**src/rob_defs.svh**
```systemverilog
`ifndef ROB_DEFS_SVH
`define ROB_DEFS_SVH

// Number of reorder buffer slots and the width of a slot index
`define ROB_ENTRIES 16
`define ROB_IDX_W 4

// Most instructions that may retire together in one cycle
`define CMT_WIDTH 4

// Width of the checkpoint index carried by each entry
`define CKPT_W 2

// System instructions share one opcode and must retire at the end of a group
`define OPC_SYS 6'h3f

// Opcodes from this value up to one below OPC_SYS are reserved
`define OPC_ILLEGAL_LO 6'h30

`endif

```
**src/rob_pkg.sv**
```systemverilog
`include "rob_defs.svh"

package rob_pkg;

	// Index of one reorder buffer slot
	typedef logic [`ROB_IDX_W-1:0] rob_idx_t;

	// Register format of an instruction word
	typedef struct packed {
		logic [5:0]  opcode;
		logic [4:0]  rd;
		logic [4:0]  rs1;
		logic [4:0]  rs2;
		logic [10:0] func;
	} alu_view_t;

	// System format, with the function select in place of the register fields
	typedef struct packed {
		logic [5:0]  opcode;
		logic [9:0]  sys_fn;
		logic [15:0] imm;
	} sys_view_t;

	// The same 32 bit word read in either format
	typedef union packed {
		alu_view_t alu;
		sys_view_t sys;
	} instr_word_u;

	// One reorder buffer slot
	typedef struct packed {
		logic              v;
		logic              done;
		logic              excv;
		logic              nan;
		logic              oddball;
		logic [`CKPT_W-1:0] cndx;
		// Destination register, or the system function for oddball entries
		logic [9:0]        tag_field;
	} rob_entry_t;

endpackage

```
**src/rob_dispatch.sv**
```systemverilog
`include "rob_defs.svh"

// Decodes the dispatched instruction word once and builds the slot contents
// that the store writes at its tail. Everything here is combinational, so the
// entry lands in the array at the edge that follows the dispatch strobe
module rob_dispatch (
	input  logic                    disp_valid,
	input  rob_pkg::instr_word_u    disp_instr,
	input  logic [`CKPT_W-1:0]      disp_cndx,
	input  logic                    rob_full,
	output logic                    wr_en,
	output rob_pkg::rob_entry_t     wr_entry
);

	// The opcode sits in the same place in both formats
	logic [5:0] opcode;
	logic       is_sys;
	logic       is_illegal;

	assign opcode = disp_instr.sys.opcode;

	// The system opcode is the top of the reserved range, so test it first
	assign is_sys = (opcode == `OPC_SYS);
	assign is_illegal = !is_sys && (opcode >= `OPC_ILLEGAL_LO);

	// A strobe while the buffer is full is simply lost
	assign wr_en = disp_valid && !rob_full;

	// ======================================================================
	// Entry formation
	// ======================================================================

	always_comb begin
		wr_entry.v = 1'b1;
		wr_entry.nan = 1'b0;
		wr_entry.cndx = disp_cndx;

		// Oddball entries still wait for a completion like any other entry
		wr_entry.oddball = is_sys;

		// An illegal opcode never reaches an execution unit, so it is
		// written already finished and flagged as faulting
		wr_entry.done = is_illegal;
		wr_entry.excv = is_illegal;

		// System words keep their function select, the rest keep rd
		if (is_sys) begin
			wr_entry.tag_field = disp_instr.sys.sys_fn;
		end else begin
			wr_entry.tag_field = {5'd0, disp_instr.alu.rd};
		end
	end

endmodule

```
**src/rob_store.sv**
```systemverilog
`include "rob_defs.svh"

// Holds the slot array with its head and tail pointers and an exact count of
// occupied slots. Entries are written at the tail, marked done by completions
// and released from the head by the group count of the commit logic
module rob_store (
	input  logic                                      clk,
	input  logic                                      rst,
	input  logic                                      wr_en,
	input  rob_pkg::rob_entry_t                       wr_entry,
	input  logic                                      cmp_valid,
	input  rob_pkg::rob_idx_t                         cmp_tag,
	input  logic                                      cmp_exc,
	input  logic                                      cmp_nan,
	input  logic [2:0]                                commit_n,
	output rob_pkg::rob_entry_t [`ROB_ENTRIES-1:0]    entries,
	output rob_pkg::rob_idx_t                         head,
	output logic [`ROB_IDX_W:0]                       occupancy,
	output rob_pkg::rob_idx_t                         disp_tag,
	output logic                                      rob_full
);

	rob_pkg::rob_idx_t         tail;
	logic [`ROB_ENTRIES-1:0]   retire_mask;

	// One bit per slot that leaves the buffer this cycle
	always_comb begin
		retire_mask = '0;
		for (int k = 0; k < `CMT_WIDTH; k++) begin
			if (k < int'(commit_n)) begin
				retire_mask[rob_pkg::rob_idx_t'(head + k)] = 1'b1;
			end
		end
	end

	// ======================================================================
	// Slot array and pointers
	// ======================================================================

	always_ff @(posedge clk) begin
		if (rst) begin
			head <= '0;
			tail <= '0;
			occupancy <= '0;
			// Every slot starts out empty
			for (int i = 0; i < `ROB_ENTRIES; i++) begin
				entries[i].v <= 1'b0;
			end
		end else begin
			// A completion on an empty slot is stale and dropped
			if (cmp_valid && entries[cmp_tag].v) begin
				entries[cmp_tag].done <= 1'b1;
				entries[cmp_tag].excv <= cmp_exc;
				entries[cmp_tag].nan <= cmp_nan;
			end

			for (int i = 0; i < `ROB_ENTRIES; i++) begin
				if (retire_mask[i]) begin
					entries[i].v <= 1'b0;
				end
			end

			// The tail slot is free whenever wr_en can be high, so this
			// never lands on a slot that is retiring in the same cycle
			if (wr_en) begin
				entries[tail] <= wr_entry;
			end

			head <= head + rob_pkg::rob_idx_t'(commit_n);
			tail <= tail + rob_pkg::rob_idx_t'(wr_en);
			// Dispatch and retirement may overlap, so count the difference
			occupancy <= occupancy + (`ROB_IDX_W+1)'(wr_en) - (`ROB_IDX_W+1)'(commit_n);
		end
	end

	assign disp_tag = tail;
	assign rob_full = (occupancy == (`ROB_IDX_W+1)'(`ROB_ENTRIES));

endmodule

```
**src/rob_commit_count.sv**
```systemverilog
`include "rob_defs.svh"

// Works out how many finished entries at the head can retire together and
// registers that group for the outside world
module rob_commit_count (
	input  logic                                      clk,
	input  logic                                      rst,
	input  rob_pkg::rob_entry_t [`ROB_ENTRIES-1:0]    entries,
	input  rob_pkg::rob_idx_t                         head,
	input  logic [`ROB_IDX_W:0]                       occupancy,
	output logic [2:0]                                commit_n,
	output logic                                      cmt_valid,
	output logic [2:0]                                cmt_count,
	output rob_pkg::rob_idx_t                         cmt_head,
	output logic                                      cmt_exc
);

	rob_pkg::rob_entry_t  slot;
	logic                 chain;
	logic                 blocked;
	logic [1:0]           nan_cnt;
	logic                 last_exc;
	logic                 joins;

	// ======================================================================
	// Group count
	// ======================================================================

	// Walk the head slots in order. The first slot that fails ends the group,
	// even if later slots would pass on their own
	always_comb begin
		chain = 1'b1;
		blocked = 1'b0;
		nan_cnt = 2'd0;
		last_exc = 1'b0;
		commit_n = 3'd0;
		slot = entries[head];
		joins = 1'b0;
		for (int k = 0; k < `CMT_WIDTH; k++) begin
			slot = entries[rob_pkg::rob_idx_t'(head + k)];
			// Oddball and faulting entries close the group behind them.
			// The RAT takes one checkpoint per update, so cndx must match
			// the head. Two NaN results already in the group stop it
			joins = chain && (k < int'(occupancy)) && slot.v && slot.done &&
				!blocked && (slot.cndx == entries[head].cndx) && (nan_cnt < 2'd2);
			if (joins) begin
				commit_n = commit_n + 3'd1;
				blocked = slot.oddball || slot.excv;
				nan_cnt = nan_cnt + 2'(slot.nan);
				last_exc = slot.excv;
			end else begin
				chain = 1'b0;
			end
		end
	end

	// ======================================================================
	// Registered commit report
	// ======================================================================

	// These show the group one cycle after the state it was counted from,
	// in step with the head pointer moving in the store
	always_ff @(posedge clk) begin
		if (rst) begin
			cmt_valid <= 1'b0;
			cmt_count <= 3'd0;
			cmt_head <= '0;
			cmt_exc <= 1'b0;
		end else begin
			cmt_valid <= (commit_n != 3'd0);
			cmt_count <= commit_n;
			cmt_head <= head;
			cmt_exc <= last_exc;
		end
	end

endmodule

```
**src/rob_commit_unit.sv**
```systemverilog
`include "rob_defs.svh"

// Retirement end of the core: dispatch decode, the slot store and the
// commit group counter
module rob_commit_unit (
	input  logic                   clk,
	input  logic                   rst,
	// Dispatch side
	input  logic                   disp_valid,
	input  logic [31:0]            disp_instr,
	input  logic [`CKPT_W-1:0]     disp_cndx,
	output rob_pkg::rob_idx_t      disp_tag,
	// Completion side
	input  logic                   cmp_valid,
	input  rob_pkg::rob_idx_t      cmp_tag,
	input  logic                   cmp_exc,
	input  logic                   cmp_nan,
	// Commit report
	output logic                   cmt_valid,
	output logic [2:0]             cmt_count,
	output rob_pkg::rob_idx_t      cmt_head,
	output logic                   cmt_exc,
	output logic                   rob_full
);

	logic                                      wr_en;
	rob_pkg::rob_entry_t                       wr_entry;
	rob_pkg::rob_entry_t [`ROB_ENTRIES-1:0]    entries;
	rob_pkg::rob_idx_t                         head;
	logic [`ROB_IDX_W:0]                       occupancy;
	logic [2:0]                                commit_n;

	rob_dispatch i_dispatch (
		.disp_valid (disp_valid),
		.disp_instr (disp_instr),
		.disp_cndx  (disp_cndx),
		.rob_full   (rob_full),
		.wr_en      (wr_en),
		.wr_entry   (wr_entry)
	);

	rob_store i_store (
		.clk       (clk),
		.rst       (rst),
		.wr_en     (wr_en),
		.wr_entry  (wr_entry),
		.cmp_valid (cmp_valid),
		.cmp_tag   (cmp_tag),
		.cmp_exc   (cmp_exc),
		.cmp_nan   (cmp_nan),
		.commit_n  (commit_n),
		.entries   (entries),
		.head      (head),
		.occupancy (occupancy),
		.disp_tag  (disp_tag),
		.rob_full  (rob_full)
	);

	// The count feeds straight back to the store to move the head
	rob_commit_count i_commit_count (
		.clk       (clk),
		.rst       (rst),
		.entries   (entries),
		.head      (head),
		.occupancy (occupancy),
		.commit_n  (commit_n),
		.cmt_valid (cmt_valid),
		.cmt_count (cmt_count),
		.cmt_head  (cmt_head),
		.cmt_exc   (cmt_exc)
	);

endmodule

```
**config.mk**
```make
export PLATFORM = sky130hd
export DESIGN_NAME = rob_commit_unit
export DESIGN_NICKNAME = d
export VERILOG_FILES = /design/src/rob_pkg.sv /design/src/rob_dispatch.sv /design/src/rob_store.sv /design/src/rob_commit_count.sv /design/src/rob_commit_unit.sv
export VERILOG_INCLUDE_DIRS = /design/src /design/src/src
export SDC_FILE = /design/constraint.sdc
export NUM_CORES = 1
export LEC_CHECK = 0
export BUFFER_PORTS_ARGS = -buffer_cell sky130_fd_sc_hd__buf_2
export CORE_ASPECT_RATIO = 1.25
export CORE_MARGIN = 2
export CORE_UTILIZATION = 25
export DETAILED_ROUTE_END_ITERATION = 8
export HOLD_SLACK_MARGIN = 0.02
export PLACE_DENSITY = 0.39
export REMOVE_ABC_BUFFERS = 1
export SLEW_MARGIN = 25
export SYNTH_ARGS = -nofsm -noshare
export SYNTH_HDL_FRONTEND = slang
export SYNTH_SLANG_ARGS = --single-unit
```
**constraint.sdc**
```tcl
create_clock -name clk -period 19.8 [get_ports clk]
set_input_delay 3.96 -clock clk [delete_from_list [all_inputs] [get_ports clk]]
set_output_delay 3.96 -clock clk [all_outputs]
set_load 0.02 [all_outputs]
```
# [Word-level counts from Yosys, hierarchy flattened]
# Cells that the tools add are included.
[word_totals] in_bits=44 elab_cells=288 regBits=294
[classes] mux=87 reduce_logical=38 bitwise=3 n_eq_ne=5 addsub=12 n_lt_le_gt_ge=24
[op_table] operator="272-bit bitwise mux" n=4
[op_table] operator="272-bit 2-to-1 mux" n=3
[op_table] operator="17-bit binary-select mux with 4-bit select" n=5
[op_table] operator="17-bit demux with 4-bit select" n=4
[op_table] operator="17-bit 2-to-1 mux" n=6
[op_table] operator="16-bit 2-to-1 mux" n=5
[op_table] operator="1-bit 2-to-1 mux" n=48
[op_table] operator="16-bit OR" n=3
[op_table] operator="4-bit by 5-bit < comparator with 1-bit output (second input constant)" n=6
[op_table] operator="1-bit logical AND" n=29
[op_table] operator="4-bit by 1-bit >= comparator with 1-bit output (second input constant)" n=6
[op_table] operator="1-bit demux with 4-bit select" n=4
[op_table] operator="15-bit 2-to-1 mux" n=1
[op_table] operator="14-bit 2-to-1 mux" n=1
[op_table] operator="1-bit by 5-bit < comparator with 1-bit output (first input constant)" n=2
[op_table] operator="2-bit by 5-bit < comparator with 1-bit output (first input constant)" n=2
[op_table] operator="10-bit 2-to-1 mux" n=1
[op_table] operator="3-bit by 1-bit adder with 3-bit output (second input constant)" n=3
[op_table] operator="3-bit 2-to-1 mux" n=3
[op_table] operator="4-bit by 2-bit adder with 4-bit output (second input constant)" n=2
[op_table] operator="2-bit == test" n=3
[op_table] operator="6-bit == test (second input constant)" n=1
[op_table] operator="6-bit >= comparator (second input constant)" n=1
[op_table] operator="1-bit by 3-bit < comparator with 1-bit output (first input constant)" n=2
[op_table] operator="other kinds (15)" n=24

# [Logic depth before layout (Yosys ltp)]
# Gate-level depths: netlist (run 1).
[depth] word_depth=38 ltp_mapped=35 depth_no_buf=29

# [By module]
# From an unflattened synthesis (run 1), not the netlist that was laid out.
[unflattened] hier_cells=1325 area_unflattened_um2=16314.4
[modules_own_cells] module="rob_store" cells_each=985 area_each_um2=12453.2 instances=1
[modules_own_cells] module="rob_commit_count" cells_each=315 area_each_um2=3658.5 instances=1
[modules_own_cells] module="rob_dispatch" cells_each=25 area_each_um2=202.7 instances=1

# [Least setup slack after synthesis (run 1)]
# No wires, ideal clock.
[synth_timing] path_type="register -> register" from="register i_store.head[1]" to="register i_store.occupancy[4]" setup_slack_ns=13.427 period_less_slack_ns=6.373 path_stages_with_launch=27 t_arrival_ns=6.246 path_cell_list="dfxtp_1 > buf_2 > inv_1 > buf_1 > ha_1 > buf_2 > buf_2 > buf_1 > mux4_2 > mux4_2 > ha_1 > nor3_1 > inv_1 > nand3_1 > nand3_1 > nand2_1 > ha_1 > inv_1 > a2111oi_1 > mux2i_1 > inv_1 > ha_1 > ha_1 > a21o_1 > a21oi_1 > xnor2_1 > nor2_1"
[synth_between] elab_chain_len=27 elab_cells_between_ends=62 cone_classes="add/sub (9); order compare (3); eq/ne (3); mux (21); reduce/logical (26)"
[synth_lines] item="from (decl)" line="rob_store.sv:17" rtl="output rob_pkg::rob_idx_t head,"
[synth_lines] item="from (signal assigned)" line="rob_store.sv:69" rtl="head <= head + rob_pkg::rob_idx_t'(commit_n);"
[synth_lines] item="parallel branches: the longest is 25 deep, another holds 4-bit by 1-bit adder with 4-bit output"
[synth_lines] item="3-bit 2-to-1 mux *" line="rob_commit_count.sv:46" rtl="if (joins) begin"
[synth_lines] item="net commit_n[2]" line="rob_commit_unit.sv:31" rtl="logic [2:0] commit_n;"
[synth_lines] item="5-bit by 3-bit subtractor with 5-bit output *" line="rob_store.sv:72" rtl="occupancy <= occupancy + (`ROB_IDX_W+1)'(wr_en) - (`ROB_IDX_W+1)'(commit_n);"
[synth_lines] item="to (signal assigned)" line="rob_store.sv:72"
[synth_lines] item="to (decl)" line="rob_store.sv:18" rtl="output logic [`ROB_IDX_W:0] occupancy,"
# Mark *: on every way through the listed nets, which the timed path passes. The select of a mux whose other input is x is not followed.
# A chain may end at the register's enable or synchronous reset.

# [Worst setup path in the final report (run 1)]
[layout_timing] from="register i_store.head[0]" to="register i_store.occupancy[4]"
# The elaborated chain is that of the path after synthesis.

==> results.py, run 1 <==
metrics = {
    "logic_synthesis": {
        "yosysWarningCount": 0,
        "netlist-cell-type-count": 79,
        "synth_top_family_by_area": "multiplexers",
        "syn-cell-area_mm2": 0.0102,
        "synth_edf_count": 96,
        "ys_ff_latch": 134,
        "synth_compound_area_share_pct": 12.1,
        "synth_cells": 981,
        "ys_async_sr_fraction_pct": 0,
        "netlist_top_cells_area": "edfxtp_1 28%, mux4_2 17%, dfxtp_1 7.4%",
        "seq_area_frac_synth_pct": 35.6,
        "avgSynthCellArea_um2": 10.4,
        "synthSimpleGateAreaFrac_pct": 18.4,
        "synth_fa_ha_area_share_pct": 3.32,
        "yosys.area.top_type": "edfxtp_1",
        "synth_ff_type": "edfxtp_1",
        "netlist.area_leader.share_pct": 28.2,
        "synth.area.mux_share_pct": 23.9,
        "synthXorXnorAreaFrac_pct": 1.70,
    },
    "clock_network": {
        "postCtsSetupRepairBufs": 0,
        "cts_buffers": 17,
        "cts.sinks": 134,
        "clock-root-buffer": "clkbuf_16",
        "clockBufferDepth": 2,
        "clkLatencyLatePin_ps": 450,
        "htree_num_levels": 4,
        "cts_tree": "built",
        "clkTransAtPathRegs_ps": 60,
        "cts-hold-fix-buffers": 0,
        "cts_resized": 0,
    },
    "worst_hold_path": {
        "holdCritPathClass": "reg2reg",
    },
    "place": {
        "gp_congestion": 0.863,
        "portBuffers": 31,
        "hpwl_um": 29300,
    },
    "floorplanning": {
        "ioPinCount": 58,
        "die_w_um": 185,
        "start_util_pct": 25.5,
        "die_h_um": 230,
        "core-area_mm2": 0.0402,
        "num_rows": 82,
        "die-area_mm2": 0.0426,
    },
    "timing": {
        "rsz0062_at_grt": "no",
        "finalSetupViolations": 0,
        "period_needed_ps": 7970,
        "hold_viol": 0,
        "skew_ps": 7.87,
        "fmax_mhz": 125,
        "fin_crit_sh_pct": 40.3,
        "finalSetupTns_ps": 0,
        "max_slew.worst_pin.slew_ps": 970,
        "slew_headroom_pct": 34.9,
        "maxSlewViolCount": 0,
    },
    "critical_path": {
        "slowest_delay_ps": 870,
        "critical_path_class": "reg2reg",
        "critPathArrivalTime_ps": 8300,
        "crit_path_max_fanout": 38,
        "required_ps": 20130,
        "cp_slowest_cell": "ha_1",
        "start_kind": "flop",
        "crit_path_end_kind": "flop",
        "crit_top_cell": "inv_1",
    },
    "cells_and_area": {
        "utilization_pct": 28.5,
        "diodes": 0,
        "layout-drive-gt1-share_pct": 19.2,
        "area_delta_synth_final_pct": 12.1,
        "nets": 1052,
    },
    "grt": {
        "grt_pass1_vias": 8324,
        "antenna_found_initial": 1,
        "overflow": 0,
        "grt_max_degree": 56,
        "grt_pass1_wl_um": 58200,
        "grtUsageTotal_pct": 19.2,
    },
    "routing": {
        "routed_via_density": 5.39,
        "vias": 8308,
        "post_drt_wl_per_cell_um": 25.7,
        "ant_nets": 0,
        "first_pass_iters": 5,
        "drc_errors": 0,
        "drt-initial-drc-count": 613,
        "totalWireLength_um": 39600,
    },
    "run_status": {
        "outcome": "finished, final reports clean",
    },
    "run": {
        "drv_cap": 0,
    },
    "pwr": {
        "leakage_nw": 3.94,
        "powerDensity_mw_per_mm2": 93.7,
        "vdd_drop_max_uv": 65.3,
    },
}
kinds of logic after synthesis:
family / after synthesis
xor+xnor: 19
flops: 134
mux: 142
simple gates: 381
fa+ha+maj: 26
buf+inv: 112
compound gates: 167
registers in the layout (all words and copies together), names as in the netlist:
register / flops
i_commit_count.cmt_count: 3
i_store.occupancy: 5
i_commit_count.cmt_head: 4
i_commit_count.cmt_valid: 1
i_store.head: 4
i_store.entries: 112
i_commit_count.cmt_exc: 1
i_store.disp_tag: 4
per-stage QoR:
stage | instances | worst slack, ps | hold slack (ps) | instance area [µm²] | total power [mW]
after global placement | 1509 | 11710 | 529 | 10900 | 0.749
after CTS | 1541 | 11710 | 532 | 11500 | 1.09
after floorplan | 912 | 10110 | 550 | 9890 | 0.630
final | 1541 | 11830 | 523 | 11500 | 1.08
after global routing | 1541 | 11310 | 545 | 11500 | 1.13
after detailed placement | 1509 | 11730 | 515 | 10900 | 0.749
critical path, delay by kind of cell (launching register included):
| kind | cells | cell delay [ps] |
|---|---|---|
| compound gates | 9 | 1920 |
| xor+xnor | 2 | 570 |
| fa+ha+maj | 5 | 1900 |
| buf+inv | 7 | 1200 |
| flops | 1 | 720 |
| mux | 1 | 540 |
| simple gates | 5 | 940 |
cell usage after synthesis, types with 3 or more instances:
cell	count
o21ai_0	6
a21o_1	3
o211ai_1	7
nor4_1	4
o31ai_1	7
o22ai_1	6
nor3_1	45
o311a_1	9
nand3_1	23
a21oi_1	44
dfxtp_1	38
o311ai_0	6
ha_1	24
o211a_1	4
nand2_1	88
nand3b_1	3
nand2b_1	6
and2_1	23
a22oi_1	5
xnor2_1	10
buf_6	7
o32ai_1	17
xor2_1	8
edfxtp_1	96
a211oi_1	20
nand4_1	12
clkbuf_1	35
mux2i_1	49
nor2_1	98
o41ai_1	4
or2_2	3
buf_2	15
or3_1	6
inv_1	42
nor2b_1	32
mux4_2	78
buf_1	8
mux2_2	13
and3_1	27
path summary, 6_finish.rpt:
| path | from | to | slack [ps] | depth (start not counted) |
|---|---|---|---|---|
| max | i_store.head[0] | i_store.occupancy[4] | 11830 | 29 |
| max reg2reg | i_store.head[0] | i_store.occupancy[4] | 11830 | 29 |
| min reg2reg | i_store.head[1] | i_commit_count.cmt_head[1] | 520 | 2 |
| min | i_store.head[1] | i_commit_count.cmt_head[1] | 520 | 2 |
power by group:
part | internal [mW] | switching, mW
clock | 0.197 | 0.135
combinational | 0.168 | 0.222
sequential | 0.322 | 0.0316
total | 0.687 | 0.388
final cells by class:
type	instances	area, µm²
inverter	43	161
clock inverter	13	158
tap	546	683
multi-input combinational	735	6090
timing repair buffer	51	305
sequential	134	3650
clock buffer	19	433
fill	4349	28700
layer usage:
layer | vias to the layer above | track usage (%) | wire [µm]
met2 | 252 | 31.9 | 19400
met3 | 66 | 3.15 | 1630
met5 | - | 0 | 0
li1 | 3781 | - | -
met1 | 4209 | 23.2 | 16100
met4 | 0 | 11.5 | 2440
cell usage in the layout, fill, tap and decap left out, types with 4 or more instances in the layout:
cell / count
and3_1: 27
or3_1: 6
nand2b_1: 6
edfxtp_1: 96
dfxtp_1: 36
o32ai_1: 17
nor3_1: 45
o211ai_1: 7
xor2_1: 8
and2_1: 23
nand2_1: 88
o31ai_1: 7
o311ai_0: 6
nor4_1: 4
buf_4: 20
a211oi_1: 20
a22oi_1: 5
nand4_1: 12
o41ai_1: 4
o22ai_1: 6
o211a_1: 4
nor2_1: 97
inv_1: 41
mux2i_1: 48
ha_1: 24
a21oi_1: 44
nand3_1: 23
mux2_2: 13
nor2b_1: 32
clkbuf_16: 17
mux4_2: 78
o21ai_0: 6
buf_2: 31
xnor2_1: 10
o311a_1: 9
Note: power is estimated with default switching activity, not from simulation.
==> inputs of run 2 (changes only) <==
==> constraint.sdc (replaced) <==
create_clock -name clk -period 7.6 [get_ports clk]
set_input_delay 1.52 -clock clk [delete_from_list [all_inputs] [get_ports clk]]
set_output_delay 1.52 -clock clk [all_outputs]
set_load 0.02 [all_outputs]
==> run 2 against run 1 <==
Net effect:
- via count hardly changed
- non-clock buffer count is 12 higher
- core utilization is 0.13 points higher
- die area stayed put
- clock power is 140% higher
- sequential cell count stayed put
- sequential share of layout area is 0.14 points lower
- combinational power grew to 2.7 times the previous value
- highest routed layer unchanged
- critical path depth stayed put
- critical path type unchanged
- maximum frequency is 17% higher
==> results.py, run 2 (synthesized netlist as in run 1, its figures left out) <==
metrics = {
    "run_status": {
        "outcome": "finished, final reports clean",
    },
    "place": {
        "portBuffers": 31,
        "gp_congestion": 0.877,
        "hpwl_um": 30400,
        "pre_cts_slack_ps": 765,
    },
    "timing": {
        "fin_crit_sh_pct": 89.4,
        "slew_headroom_pct": 34.1,
        "finalSetupTns_ps": 0,
        "setup_ws_ps": 805,
        "hold_viol": 0,
        "holdWs_ps": 642,
        "period_needed_ps": 6790,
        "skew_ps": 10.6,
        "finalSetupViolations": 0,
        "rsz0062_at_grt": "no",
        "max_slew.worst_pin.slew_ps": 981,
        "fmax_mhz": 147,
        "maxSlewViolCount": 0,
    },
    "clock_network": {
        "cts_buffers": 17,
        "htree_num_levels": 4,
        "cts_tree": "built",
        "cts-hold-fix-buffers": 0,
        "clkTransAtPathRegs_ps": 60,
        "clock-root-buffer": "clkbuf_16",
        "postCtsSetupRepairBufs": 0,
        "clockBufferDepth": 2,
        "cts.sinks": 134,
        "cts_resized": 0,
        "clkLatencyLatePin_ps": 450,
    },
    "cells_and_area": {
        "layout_common_cells": "98 x nor2_1, 96 x edfxtp_1, 88 x nand2_1, 78 x mux4_2, 49 x mux2i_1",
        "nFillCells": 4300,
        "largest_reg_flops": 112,
        "regMostFlops": "i_store.entries",
        "final_common_cell": "nor2_1",
        "diodes": 0,
        "ff_latch_area_mm2": 0.00365,
        "multi_input_area_mm2": 0.00609,
        "layout-drive-gt1-share_pct": 19.8,
        "largest_registers": "i_store.entries (112), i_store.occupancy (5)",
        "nets": 1064,
        "area_delta_synth_final_pct": 12.7,
    },
    "floorplanning": {
        "die_h_um": 230,
        "core-area_mm2": 0.0402,
        "num_rows": 82,
        "die-area_mm2": 0.0426,
        "ioPinCount": 58,
        "start_util_pct": 25.5,
        "die_w_um": 185,
    },
    "pwr": {
        "vdd_drop_max_uv": 168,
        "leakage_nw": 3.98,
        "power_mw": 2.77,
        "powerDensity_mw_per_mm2": 240,
    },
    "critical_path": {
        "crit_top_cell": "inv_1",
        "critical_path_class": "reg2reg",
        "reg2reg_slack_ps": 810,
        "crit_path_max_fanout": 11,
        "crit_path_end_kind": "flop",
        "r2r-end": "i_store.occupancy[4]",
        "start_kind": "flop",
        "cp_slowest_cell": "xor2_2",
        "r2r_cells": 29,
        "critPathArrivalTime_ps": 7120,
        "slowest_delay_ps": 770,
        "required_ps": 7920,
        "r2r-start": "i_store.head[1]",
    },
    "run": {
        "drv_cap": 0,
    },
    "grt": {
        "grt_pass1_vias": 8407,
        "antenna_found_initial": 0,
        "grt_pass1_wl_um": 59400,
        "grtUsageTotal_pct": 19.5,
        "grt_max_degree": 51,
        "overflow": 0,
    },
    "worst_hold_path": {
        "hold_depth": 4,
        "holdCritPathClass": "reg2reg",
        "min_to": "i_store.entries[84]",
        "min_from": "i_store.entries[84]",
    },
    "routing": {
        "post_drt_wl_per_cell_um": 25.9,
        "totalWireLength_um": 40100,
        "routed_via_density": 5.36,
        "drc_errors": 0,
        "ant_nets": 0,
        "drt-initial-drc-count": 608,
        "vias": 8310,
        "first_pass_iters": 5,
    },
}
==> run 2: layout make-up <==
type                       count  share of cell area (%)
sequential                   134                    31.6
inverter                      43                    1.40
clock inverter                11                   0.977
multi-input combinational    735                    52.8
clock buffer                  18                    3.72
timing repair buffer          63                    3.54
tap                          546                    5.92
==> run 2: critical path: cells and delay by family, from the launching register on <==
kind,cells,cell delay (ps)
compound gates,8,1440
buf+inv,6,700
mux,1,300
xor+xnor,3,1330
simple gates,6,1260
fa+ha+maj,5,1250
flops,1,390
==> run 2: how the worst max path moves through the flow <==
stage	slack, ps	endpoint	startpoint
after global routing	150	i_store.occupancy[4]	i_store.head[1]
final	810	i_store.occupancy[4]	i_store.head[1]
after detailed placement	760	i_store.occupancy[4]	i_store.head[1]
after floorplan	-2090	i_store.occupancy[4]	i_store.head[0]
after global placement	780	i_store.occupancy[4]	i_store.head[1]
after CTS	770	i_store.occupancy[4]	i_store.head[1]
==> run 2: stage by stage <==
stage / instances / cell area (µm²) / utilization, %
final: 1550 / 11500 / 28.7
after global routing: 1550 / 11500 / 28.7
after detailed placement: 1521 / 11000 / 27.3
after floorplan: 912 / 9890 / -
after global placement: 1520 / 11000 / 27.3
after CTS: 1550 / 11500 / 28.7
==> run 2: per-layer routing <==
| metal | routed length [µm] | track usage (%) |
|---|---|---|
| met2 | 19900 | 32.7 |
| met5 | 0 | 0 |
| met4 | 2480 | 11.8 |
| met3 | 1850 | 2.87 |
| met1 | 15900 | 23.5 |
==> run 2: report_power, final <==
group          total [mW]  internal, mW  switching [mW]
clock network       0.805         0.471           0.333
registers           0.895         0.840          0.0547
logic                1.07         0.451           0.622
